[config.mk]
export PLATFORM = sky130hd
export DESIGN_NAME = redmule_top
export DESIGN_NICKNAME = d
export VERILOG_FILES = /design/src/source/redmule_cfg_pkg.sv /design/src/source/redmule_types_pkg.sv /design/src/source/redmule_job_if.sv /design/src/source/redmule_ctrl.sv /design/src/source/redmule_fifo.sv /design/src/source/redmule_engine.sv /design/src/source/redmule_top.sv
export SDC_FILE = /design/constraint.sdc
export NUM_CORES = 1
export LEC_CHECK = 0
export BUFFER_PORTS_ARGS = -buffer_cell sky130_fd_sc_hd__buf_2
export CORE_MARGIN = 4
export CORE_UTILIZATION = 54
export CTS_CLUSTER_DIAMETER = 60
export DETAILED_ROUTE_END_ITERATION = 12
export PLACE_DENSITY = 0.7
export SYNTH_ARGS = -nofsm -noshare
export SYNTH_HDL_FRONTEND = slang
export SYNTH_SLANG_ARGS = --single-unit
[constraint.sdc]
create_clock -name clk_i -period 9 [get_ports clk_i]
set_input_delay 0.45 -clock clk_i [delete_from_list [all_inputs] [get_ports clk_i]]
set_output_delay 0.45 -clock clk_i [all_outputs]
set_load 0.01 [all_outputs]
[src/source/redmule_cfg_pkg.sv]
// Sizes and register map of the matrix-multiply accelerator
// The lane count sets both operand and result word widths
// Register addresses are compared on the full CFG_ADDR_W bits
`default_nettype none

package redmule_cfg_pkg;

  // Engine geometry
  localparam int unsigned NUM_LANES = 4;
  localparam int unsigned LANE_W    = 8;
  localparam int unsigned ACC_W     = 16;
  localparam int unsigned DATA_W    = NUM_LANES * LANE_W;
  localparam int unsigned RESULT_W  = NUM_LANES * ACC_W;

  // Config port
  localparam int unsigned CFG_ADDR_W = 8;
  localparam int unsigned CFG_DATA_W = 32;

  // K and tile counters, so at most 255 MACs per tile and 255 tiles per job
  localparam int unsigned CNT_W = 8;

  // Buffering
  localparam int unsigned OP_FIFO_DEPTH = 4;
  localparam int unsigned Z_FIFO_DEPTH  = 2;

  // Write-only register map
  localparam logic [CFG_ADDR_W-1:0] REG_K_ADDR       = 8'h40;
  localparam logic [CFG_ADDR_W-1:0] REG_TILES_ADDR   = 8'h44;
  localparam logic [CFG_ADDR_W-1:0] REG_TRIGGER_ADDR = 8'h54;

endpackage : redmule_cfg_pkg

`default_nettype wire

[src/source/redmule_types_pkg.sv]
// Beat, result and state types shared by the accelerator blocks
// Lane 0 always sits in the least significant bits of a word
`default_nettype none

package redmule_types_pkg;

  // Tag carried with every operand beat
  typedef enum logic [1:0] {
    LOAD_Y = 2'd0,
    LOAD_W = 2'd1,
    MAC    = 2'd2
  } operand_kind_e;

  // Kind in the top two bits, payload below
  typedef struct packed {
    operand_kind_e                       kind;
    logic [redmule_cfg_pkg::DATA_W-1:0]  data;
  } operand_t;

  // Four 16-bit accumulator lanes
  typedef logic [redmule_cfg_pkg::RESULT_W-1:0] result_t;

  // Signed lane values inside the engine
  typedef logic signed [redmule_cfg_pkg::LANE_W-1:0] lane_t;
  typedef logic signed [redmule_cfg_pkg::ACC_W-1:0]  acc_t;

  // Job FSM of the controller
  typedef enum logic [1:0] {
    IDLE = 2'd0,
    RUN  = 2'd1,
    DONE = 2'd2
  } ctrl_state_e;

endpackage : redmule_types_pkg

`default_nettype wire

[src/source/redmule_job_if.sv]
// Job control between controller and engine
// start is a single-cycle pulse, enable spans the whole job
`timescale 1ns/1ps
`default_nettype none

interface redmule_job_if;

  import redmule_cfg_pkg::*;

  logic             start;
  logic             enable;
  logic [CNT_W-1:0] k_len;
  logic             tile_done;

  modport ctrl (
    output start,
    output enable,
    output k_len,
    input  tile_done
  );

  modport engine (
    input  start,
    input  enable,
    input  k_len,
    output tile_done
  );

endinterface : redmule_job_if

`default_nettype wire

[src/source/redmule_ctrl.sv]
// Config registers and job FSM
// K and tile writes only land while idle, there is no read path
// A trigger with K or tiles at zero is dropped silently
// evt_o is a one-cycle pulse in the cycle after the last tile push
`timescale 1ns/1ps
`default_nettype none

module redmule_ctrl (
  input  logic                                  clk_i,
  input  logic                                  rst_n_i,
  input  logic                                  cfg_req_i,
  input  logic                                  cfg_we_i,
  input  logic [redmule_cfg_pkg::CFG_ADDR_W-1:0] cfg_addr_i,
  input  logic [redmule_cfg_pkg::CFG_DATA_W-1:0] cfg_wdata_i,
  redmule_job_if.ctrl                           job,
  output logic                                  busy_o,
  output logic                                  evt_o
);

  import redmule_cfg_pkg::*;
  import redmule_types_pkg::*;

  ctrl_state_e      state_q;
  ctrl_state_e      state_d;
  logic [CNT_W-1:0] k_q;
  logic [CNT_W-1:0] tiles_q;
  logic [CNT_W-1:0] tile_cnt_q;
  logic             start_q;
  logic             cfg_wr;
  logic             idle;
  logic             trigger;
  logic             last_tile;

  assign cfg_wr = cfg_req_i && cfg_we_i;
  assign idle   = (state_q == IDLE);

  // Job only starts with both sizes programmed
  assign trigger = cfg_wr && idle && (cfg_addr_i == REG_TRIGGER_ADDR) &&
                   (k_q != '0) && (tiles_q != '0);

  assign last_tile = job.tile_done && (tile_cnt_q == tiles_q - 1'b1);

  always_comb begin
    state_d = state_q;
    case (state_q)
      IDLE: if (trigger) state_d = RUN;
      RUN:  if (last_tile) state_d = DONE;
      DONE: state_d = IDLE;
      default: state_d = IDLE;
    endcase
  end

  always_ff @(posedge clk_i or negedge rst_n_i) begin
    if (!rst_n_i) begin
      state_q <= IDLE;
      start_q <= 1'b0;
    end else begin
      state_q <= state_d;
      start_q <= trigger;
    end
  end

  // Size registers, frozen for the duration of a job
  always_ff @(posedge clk_i or negedge rst_n_i) begin
    if (!rst_n_i) begin
      k_q     <= '0;
      tiles_q <= '0;
    end else if (cfg_wr && idle) begin
      if (cfg_addr_i == REG_K_ADDR) begin
        k_q <= cfg_wdata_i[CNT_W-1:0];
      end
      if (cfg_addr_i == REG_TILES_ADDR) begin
        tiles_q <= cfg_wdata_i[CNT_W-1:0];
      end
    end
  end

  // Completed tiles of the running job
  always_ff @(posedge clk_i or negedge rst_n_i) begin
    if (!rst_n_i) begin
      tile_cnt_q <= '0;
    end else if (trigger) begin
      tile_cnt_q <= '0;
    end else if (job.tile_done) begin
      tile_cnt_q <= tile_cnt_q + 1'b1;
    end
  end

  assign job.start  = start_q;
  assign job.enable = (state_q == RUN);
  assign job.k_len  = k_q;

  assign busy_o = (state_q == RUN);
  assign evt_o  = (state_q == DONE);

endmodule : redmule_ctrl

`default_nettype wire

[src/source/redmule_fifo.sv]
// Synchronous circular FIFO, no bypass from push to pop
// push_ready_o is simply not full, so a full FIFO takes no push
// Storage has no reset, only pointers and count are cleared
`timescale 1ns/1ps
`default_nettype none

module redmule_fifo #(
  parameter int unsigned Width = 32,
  parameter int unsigned Depth = 4
) (
  input  logic             clk_i,
  input  logic             rst_n_i,
  input  logic             push_valid_i,
  output logic             push_ready_o,
  input  logic [Width-1:0] push_data_i,
  output logic             pop_valid_o,
  input  logic             pop_ready_i,
  output logic [Width-1:0] pop_data_o,
  output logic             full_o,
  output logic             empty_o
);

  localparam int unsigned PtrW = (Depth > 1) ? $clog2(Depth) : 1;
  localparam int unsigned CntW = $clog2(Depth + 1);

  logic [Width-1:0] mem_q [Depth];
  logic [PtrW-1:0]  wr_ptr_q;
  logic [PtrW-1:0]  rd_ptr_q;
  logic [CntW-1:0]  count_q;
  logic             push;
  logic             pop;

  assign full_o       = (count_q == CntW'(Depth));
  assign empty_o      = (count_q == '0);
  assign push_ready_o = !full_o;
  assign pop_valid_o  = !empty_o;
  assign pop_data_o   = mem_q[rd_ptr_q];

  assign push = push_valid_i && push_ready_o;
  assign pop  = pop_valid_o && pop_ready_i;

  always_ff @(posedge clk_i) begin
    if (push) begin
      mem_q[wr_ptr_q] <= push_data_i;
    end
  end

  // Pointers wrap at Depth, which need not be a power of two
  always_ff @(posedge clk_i or negedge rst_n_i) begin
    if (!rst_n_i) begin
      wr_ptr_q <= '0;
      rd_ptr_q <= '0;
      count_q  <= '0;
    end else begin
      if (push) begin
        wr_ptr_q <= (wr_ptr_q == PtrW'(Depth - 1)) ? '0 : wr_ptr_q + 1'b1;
      end
      if (pop) begin
        rd_ptr_q <= (rd_ptr_q == PtrW'(Depth - 1)) ? '0 : rd_ptr_q + 1'b1;
      end
      case ({push, pop})
        2'b10:   count_q <= count_q + 1'b1;
        2'b01:   count_q <= count_q - 1'b1;
        default: count_q <= count_q;
      endcase
    end
  end

endmodule : redmule_fifo

`default_nettype wire

[src/source/redmule_engine.sv]
// Row of multiply-accumulate lanes with one broadcast weight
// Signed 8-bit operands, 16-bit accumulators that wrap on overflow
// The K-th MAC after LOAD_Y pushes its own sum in the same cycle
// A beat popped together with start already sees the cleared state
`timescale 1ns/1ps
`default_nettype none

module redmule_engine (
  input  logic                         clk_i,
  input  logic                         rst_n_i,
  redmule_job_if.engine                job,
  input  logic                         op_valid_i,
  output logic                         op_ready_o,
  input  redmule_types_pkg::operand_t  op_i,
  input  logic                         z_full_i,
  output logic                         z_push_o,
  output redmule_types_pkg::result_t   z_data_o
);

  import redmule_cfg_pkg::*;
  import redmule_types_pkg::*;

  lane_t            w_q;
  lane_t            w_base;
  lane_t            w_d;
  acc_t             acc_q    [NUM_LANES];
  acc_t             acc_base [NUM_LANES];
  acc_t             acc_mac  [NUM_LANES];
  acc_t             acc_d    [NUM_LANES];
  lane_t            x_lane   [NUM_LANES];
  logic [CNT_W-1:0] cnt_q;
  logic [CNT_W-1:0] cnt_base;
  logic [CNT_W-1:0] cnt_d;
  logic             op_fire;
  logic             is_last;

  // Stall on a full result FIFO so a tile push is never lost
  assign op_ready_o = job.enable && !z_full_i;
  assign op_fire    = op_valid_i && op_ready_o;

  // start wipes the tile state for this cycle already
  assign w_base   = job.start ? '0 : w_q;
  assign cnt_base = job.start ? '0 : cnt_q;
  assign is_last  = (cnt_base == job.k_len - 1'b1);

  always_comb begin
    for (int i = 0; i < NUM_LANES; i++) begin
      x_lane[i]   = op_i.data[i*LANE_W +: LANE_W];
      acc_base[i] = job.start ? '0 : acc_q[i];
      acc_mac[i]  = acc_base[i] + x_lane[i] * w_base;
      z_data_o[i*ACC_W +: ACC_W] = acc_mac[i];
    end
  end

  assign z_push_o      = op_fire && (op_i.kind == MAC) && is_last;
  assign job.tile_done = z_push_o;

  always_comb begin
    w_d   = w_base;
    cnt_d = cnt_base;
    for (int i = 0; i < NUM_LANES; i++) begin
      acc_d[i] = acc_base[i];
    end
    if (op_fire) begin
      case (op_i.kind)
        LOAD_Y: begin
          // Bias lanes sign-extended into the accumulators
          for (int i = 0; i < NUM_LANES; i++) begin
            acc_d[i] = x_lane[i];
          end
          cnt_d = '0;
        end
        LOAD_W: w_d = op_i.data[LANE_W-1:0];
        MAC: begin
          for (int i = 0; i < NUM_LANES; i++) begin
            acc_d[i] = acc_mac[i];
          end
          cnt_d = is_last ? '0 : cnt_base + 1'b1;
        end
        default: ;
      endcase
    end
  end

  always_ff @(posedge clk_i) begin
    w_q <= w_d;
    for (int i = 0; i < NUM_LANES; i++) begin
      acc_q[i] <= acc_d[i];
    end
  end

  always_ff @(posedge clk_i or negedge rst_n_i) begin
    if (!rst_n_i) begin
      cnt_q <= '0;
    end else begin
      cnt_q <= cnt_d;
    end
  end

endmodule : redmule_engine

`default_nettype wire

[src/source/redmule_top.sv]
// Integer matrix-multiply accelerator, plain valid/ready streams
// Operand beats may be sent before the trigger and wait in the FIFO
// Config writes are strobes with no grant and no read-back
// Result latency depends on back-pressure, use z_valid_o
`timescale 1ns/1ps
`default_nettype none

module redmule_top (
  input  logic                                   clk_i,
  input  logic                                   rst_n_i,
  input  logic                                   cfg_req_i,
  input  logic                                   cfg_we_i,
  input  logic [redmule_cfg_pkg::CFG_ADDR_W-1:0] cfg_addr_i,
  input  logic [redmule_cfg_pkg::CFG_DATA_W-1:0] cfg_wdata_i,
  input  logic                                   in_valid_i,
  output logic                                   in_ready_o,
  input  redmule_types_pkg::operand_kind_e       in_kind_i,
  input  logic [redmule_cfg_pkg::DATA_W-1:0]     in_data_i,
  output logic                                   z_valid_o,
  input  logic                                   z_ready_i,
  output logic [redmule_cfg_pkg::RESULT_W-1:0]   z_data_o,
  output logic                                   busy_o,
  output logic                                   evt_o
);

  import redmule_cfg_pkg::*;
  import redmule_types_pkg::*;

  operand_t in_beat;
  operand_t op_beat;
  logic     op_valid;
  logic     op_ready;
  logic     z_push;
  logic     z_full;
  result_t  z_word;

  redmule_job_if job_if ();

  assign in_beat.kind = in_kind_i;
  assign in_beat.data = in_data_i;

  redmule_ctrl i_ctrl (
    .clk_i       ( clk_i       ),
    .rst_n_i     ( rst_n_i     ),
    .cfg_req_i   ( cfg_req_i   ),
    .cfg_we_i    ( cfg_we_i    ),
    .cfg_addr_i  ( cfg_addr_i  ),
    .cfg_wdata_i ( cfg_wdata_i ),
    .job         ( job_if      ),
    .busy_o      ( busy_o      ),
    .evt_o       ( evt_o       )
  );

  // Operand buffer between the input stream and the engine
  redmule_fifo #(
    .Width ( $bits(operand_t) ),
    .Depth ( OP_FIFO_DEPTH    )
  ) i_op_fifo (
    .clk_i        ( clk_i      ),
    .rst_n_i      ( rst_n_i    ),
    .push_valid_i ( in_valid_i ),
    .push_ready_o ( in_ready_o ),
    .push_data_i  ( in_beat    ),
    .pop_valid_o  ( op_valid   ),
    .pop_ready_i  ( op_ready   ),
    .pop_data_o   ( op_beat    ),
    .full_o       (            ),
    .empty_o      (            )
  );

  redmule_engine i_engine (
    .clk_i      ( clk_i    ),
    .rst_n_i    ( rst_n_i  ),
    .job        ( job_if   ),
    .op_valid_i ( op_valid ),
    .op_ready_o ( op_ready ),
    .op_i       ( op_beat  ),
    .z_full_i   ( z_full   ),
    .z_push_o   ( z_push   ),
    .z_data_o   ( z_word   )
  );

  // Result buffer, its full flag throttles the engine
  redmule_fifo #(
    .Width ( RESULT_W     ),
    .Depth ( Z_FIFO_DEPTH )
  ) i_z_fifo (
    .clk_i        ( clk_i     ),
    .rst_n_i      ( rst_n_i   ),
    .push_valid_i ( z_push    ),
    .push_ready_o (           ),
    .push_data_i  ( z_word    ),
    .pop_valid_o  ( z_valid_o ),
    .pop_ready_i  ( z_ready_i ),
    .pop_data_o   ( z_data_o  ),
    .full_o       ( z_full    ),
    .empty_o      (           )
  );

endmodule : redmule_top

`default_nettype wire

# Yosys cells after proc, flatten, opt, wreduce, memory -nomap -nowiden
# Memories as Yosys holds them, arrays and structs flattened.
# Index checks and enable logic that the tools add are counted.
word_totals:
  ff_bits: 54
  ramBits: 328
  in_bits: 80
  output_inout_bits: 68
  elab_cells: 112
  n_memories: 3
classes:
  add_sub_neg: 16
  mul: 4
  n_eq_ne: 19
  n_mux: 28
  reduce_logical: 29
memory_table:
  columns: ["name", "words", "width", "rd", "rd_ports_with_merged_regs", "write_ports", "line_no", "source"]
  rows:
  - ["i_op_fifo.mem_q", 4, 34, 1, 0, 1, "redmule_fifo.sv:26", "logic [Width-1:0] mem_q [Depth];"]
  - ["i_z_fifo.mem_q", 2, 64, 1, 0, 1, "redmule_fifo.sv:26", null]
  - ["i_engine.acc_q", 4, 16, 4, 0, 4, "redmule_engine.sv:26", "acc_t acc_q [NUM_LANES];"]
op_table:
  columns: ["operator", "count"]
  rows:
  - ["64-bit one-hot mux with 2 select lines", 1]
  - ["16-bit adder", 4]
  - ["8-bit by 8-bit multiplier with 16-bit output", 4]
  - ["16-bit 2-to-1 mux", 4]
  - ["64-bit 2-to-1 mux", 1]
  - ["8-bit 2-to-1 mux", 8]
  - ["8-bit by 7-bit equality test with 1-bit output (second input constant)", 3]
  - ["8-bit by 1-bit adder with 8-bit output (second input constant)", 2]
  - ["8-bit equality test", 2]
  - ["8-bit one-hot mux with 2 select lines", 1]
  - ["8-bit nonzero test", 2]
  - ["8-bit by 1-bit subtractor with 8-bit output (second input constant)", 2]
  - ["2-bit equality test (second input constant)", 7]
  - ["1-bit logical AND", 13]
  - ["2-bit by 1-bit equality test with 1-bit output (second input constant)", 4]
  - ["2-bit 2-to-1 mux", 4]
  - ["2-bit one-hot mux with 2 select lines", 2]
  - ["2-bit by 1-bit adder with 2-bit output (second input constant)", 3]
  - ["2-bit logical NOT", 3]
  - ["1-bit 2-to-1 mux", 6]
  - ["3-bit one-hot mux with 2 select lines", 1]
  - ["2-bit AND reduction", 3]
  - ["2-bit nonzero test", 3]
  - ["1-bit logical NOT", 4]
  - ["7 further kinds", 9]

# Depth between registers and ports, before layout
logic_depth:
  word_depth: 9
  ltp_mapped: 25
  ltp_nobuf: 22

# By module
# From an unflattened synthesis, not the netlist that was laid out.
hier_totals:
  cells_unflattened: 2191
  area_unflattened_um2: 27133.5
by_module_without_submodules:
  columns: ["mod", "instances", "cells_per_inst", "area_per_inst_um2", "seq_area_each_um2"]
  rows:
  - ["redmule_engine", 1, 1625, 15267.1, 1641.6]
  - ["redmule_fifo (i_op_fifo)", 1, 220, 5421.4, 4259.1]
  - ["redmule_fifo (i_z_fifo)", 1, 218, 5029.8, 3943.8]
  - ["redmule_ctrl", 1, 128, 1415.1, 675.6]

# Worst setup path after synthesis
# Ideal clock, no wire load.
synth_timing:
  path_type: "flip-flop to flip-flop"
  start: "reg i_op_fifo.rd_ptr_q[1]"
  end: "mem i_engine.acc_q[2][15] (netlist bit)"
  setup_ps: 79
  t_arrival_ps: 6192
  t_required_ps: 8921
  path_slack_ps: 2729
  path_stages_with_launch: 23
  n_path_buf: 4
  synth_period_minus_slack_ps: 6271
  path_cell_list: "dfrtp_1 buf_1 clkbuf_1 clkbuf_1 buf_1 o21a_1 nand2_1 fa_1 fa_1 inv_1 fa_1 fa_1 inv_1 fa_1 inv_1 ha_1 o21a_1 a2111oi_0 o31ai_1 o31ai_1 xnor2_1 nand2_1 a22oi_1"
synth_lines:
  columns: ["item", "line_no", "source"]
  rows:
  - ["from (decl)", "redmule_fifo.sv:28", "logic [PtrW-1:0] rd_ptr_q;"]
  - ["from (signal assigned)", "redmule_fifo.sv:59", "rd_ptr_q <= (rd_ptr_q == PtrW'(Depth - 1)) ? '0 : rd_ptr_q + 1'b1;"]
  - ["to (decl)", "redmule_engine.sv:26", null]

==> run metrics <==
status complete, no violations; vias in the first global route 18,400; die width 231 um; gr ovfl total 0; async set-reset flop share out of synthesis 12.0%; Layout Skew 0.0200 ns; I/O pin cnt 148; vias post-DR 17,300; post-cts gate resize count 0; synth unique cells 60; initial antenna violation count 9; DP HPWL 43,300 um; number of DRC markers in iteration 0 1,148; most used cell, CP fa_1; Core Area 0.0491 mm2; Syn Std Cell Area 0.0269 mm2; max_slew headroom 27.0%; CTS tree built; Peak Freq 143 MHz; Area after DPL 0.0283 mm2; Post-Layout Inst Area 0.0298 mm2; syn_area_per_cell 11.6 um2; EDFF count, synth 264; sequential fraction of the synthesis area 39.2%; clk root buf clkbuf_16; crit path capture type flop; share of cells above drive strength 1 14.5%; Fill cells 3,920; Tcrit/Tclk final 77.9%; FP Rows 81; Longest Clk Path Bufs 3; setup bufs post-CTS 0; CP startpoint kind flop; arrival time at the worst endpoint 7.49 ns; flops & latches, synth 382; first-pass GRT wire length 97,800 um; Ys Warns 0; antenna-violating nets left 0; Final Hold Viols 0; most frequent cells in the layout inv_1 (298), fa_1 (285), edfxtp_1 (264), nand2_1 (222), nor2_1 (164); Sink Count 382; Global Route Usage Sum 23.1%; Vias/cell 5.52; Starting Density 54.7%; largest net degree at the start of global routing 77; WL final 59,600 um; synth-to-layout area growth 11.0%; Worst Path Buf+Inv 4; DRC Markers 0; RePlAce Congestion 0.870; # setup viols final 0; final setup TNS 0 ns; fin nets 2,959; post-layout min period 7.01 ns; Routed wire per std cell 19.0 um; crit-path max FO 30; die area 0.0534 mm2; H-tree Lvls 2; RSZ-0062 raised after global routing no; cells after synthesis 2,309; clk_lat worst skew 0.57 ns; CP max-delay cell dfrtp_2; Reg clk slew, reported paths 0.06 ns; prevailing post-synth register cell edfxtp_1; Syn Nets 2,834; DRT Pass-1 Iters 5; Max Transition Viols Final 0; commonest non-fill, non-tap cell in the layout inv_1; required time worst endpoint 9.48 ns; Die Y-Extent 231 um; CP cell instances mux4_2, and2_1, inv_1, fa_1, inv_1, fa_1, fa_1, fa_1, inv_1, fa_1, inv_1, ha_1, o21a_1, a2111oi_0, o31ai_1, o31ai_1, xnor2_1, nand2_1, a22oi_1; Num CTS Buffers 44; dpl cells 3,051; family with the most delay on the worst path adder cells; Worst-Margin Slew 1.09 ns; crit path kind reg -> reg; quantity of I/O buffers inserted on ports 123; # Max-Cap Violations 0; hold bufs inserted after CTS 1; Non-Filler Instances 3,134; Critical Path Max Stage Delay 0.88 ns; Hold WC Path Type in -> reg
[per-stage QoR]
stage	utilization, %	setup slack, ns	hold slack (ns)
after CTS	60.7	1.99	0.0681
final	60.8	1.99	0.0960
after global placement	57.6	2.12	0.468
after global routing	60.7	1.59	0.0782
after floorplan	-	2.73	0.154
after detailed placement	57.6	2.02	0.493
[flip-flops by register name (all words and copies together) (netlist names)]
| name | cells |
|---|---|
| i_op_fifo.mem_q | 136 |
| i_z_fifo.mem_q | 128 |
| i_engine.acc_q | 64 |
| i_ctrl.job.k_len | 8 |
| i_ctrl.tile_cnt_q | 8 |
| i_ctrl.tiles_q | 8 |
| i_engine.cnt_q | 8 |
| i_engine.w_q | 8 |
| i_op_fifo.count_q | 3 |
| i_ctrl.state_q | 2 |
| i_op_fifo.rd_ptr_q | 2 |
| i_op_fifo.wr_ptr_q | 2 |
| i_z_fifo.count_q | 2 |
| i_ctrl.job.start | 1 |
| i_z_fifo.rd_ptr_q | 1 |
| i_z_fifo.wr_ptr_q | 1 |
[routing by layer]
metal | part of all wire (%) | track usage [%] | up-vias
li1 | - | - | 7930
met1 | 44 | 32.7 | 8780
met2 | 46 | 36.7 | 486
met3 | 7.8 | 5.68 | 96
met4 | 2.0 | 4.85 | 14
met5 | 0.15 | 0 | -
[cell usage after synthesis (34+ instances only)]
cell      count  area [um2]
a21oi_1      70         350
and2_1       52         325
clkbuf_1     61         229
dfrtp_1      46        1150
dfxtp_1      72        1440
edfxtp_1    264        7930
fa_1        285        5710
ha_1        160        2000
inv_1       298        1120
mux2_2       98        1100
mux2i_1      34         340
nand2_1     222         833
nor2_1      166         623
nor2b_1      59         369
o21ai_0      56         280
xnor2_1      88         771
[final timing paths]
path / start / to / slack, ns / depth (start not counted)
max: i_op_fifo.rd_ptr_q[0] / i_engine.acc_q[2][15] / 1.99 / 19
min: in_data_i[0] / i_op_fifo.mem_q[0][0] / 0.1 / 1
max reg2reg: i_op_fifo.rd_ptr_q[0] / i_engine.acc_q[2][15] / 1.99 / 19
min reg2reg: i_z_fifo.count_q[1] / i_z_fifo.count_q[1] / 0.50 / 1
max in group asynchronous: rst_n_i / i_op_fifo.rd_ptr_q[0] / 7.96 / 3
min in group asynchronous: rst_n_i / i_ctrl.tiles_q[0] / 0.55 / 3
[layout make-up]
class | instances | area, um2 | share of cell area (%)
sequential | 382 | 10500 | 35.3
tap | 664 | 831 | 2.79
antenna | 2 | 5.00 | 0.0168
inverter | 298 | 1120 | 3.75
clock buffer | 60 | 1250 | 4.21
multi-input combinational | 1553 | 15000 | 50.2
clock inverter | 20 | 260 | 0.873
timing repair buffer | 155 | 858 | 2.88
[cells by family (layout without fill, tap and decap cells)]
kind of cell | Yosys count | in the layout | share of synthesized area (%)
AND/OR/NAND/NOR | 588 | 588 | 10.1
flip-flops | 382 | 382 | 39.2
AO/OA/AOI/OAI | 254 | 254 | 6.05
other | 0 | 2 | 0
multiplexers | 148 | 148 | 6.72
buffers and inverters | 374 | 533 | 5.27
XOR/XNOR | 118 | 118 | 3.95
adder cells (fa/ha/maj) | 445 | 445 | 28.7
Power is left out: the tool's default activity adds up to more than one toggle a clock period on the data nets, which glitch-free logic cannot reach.
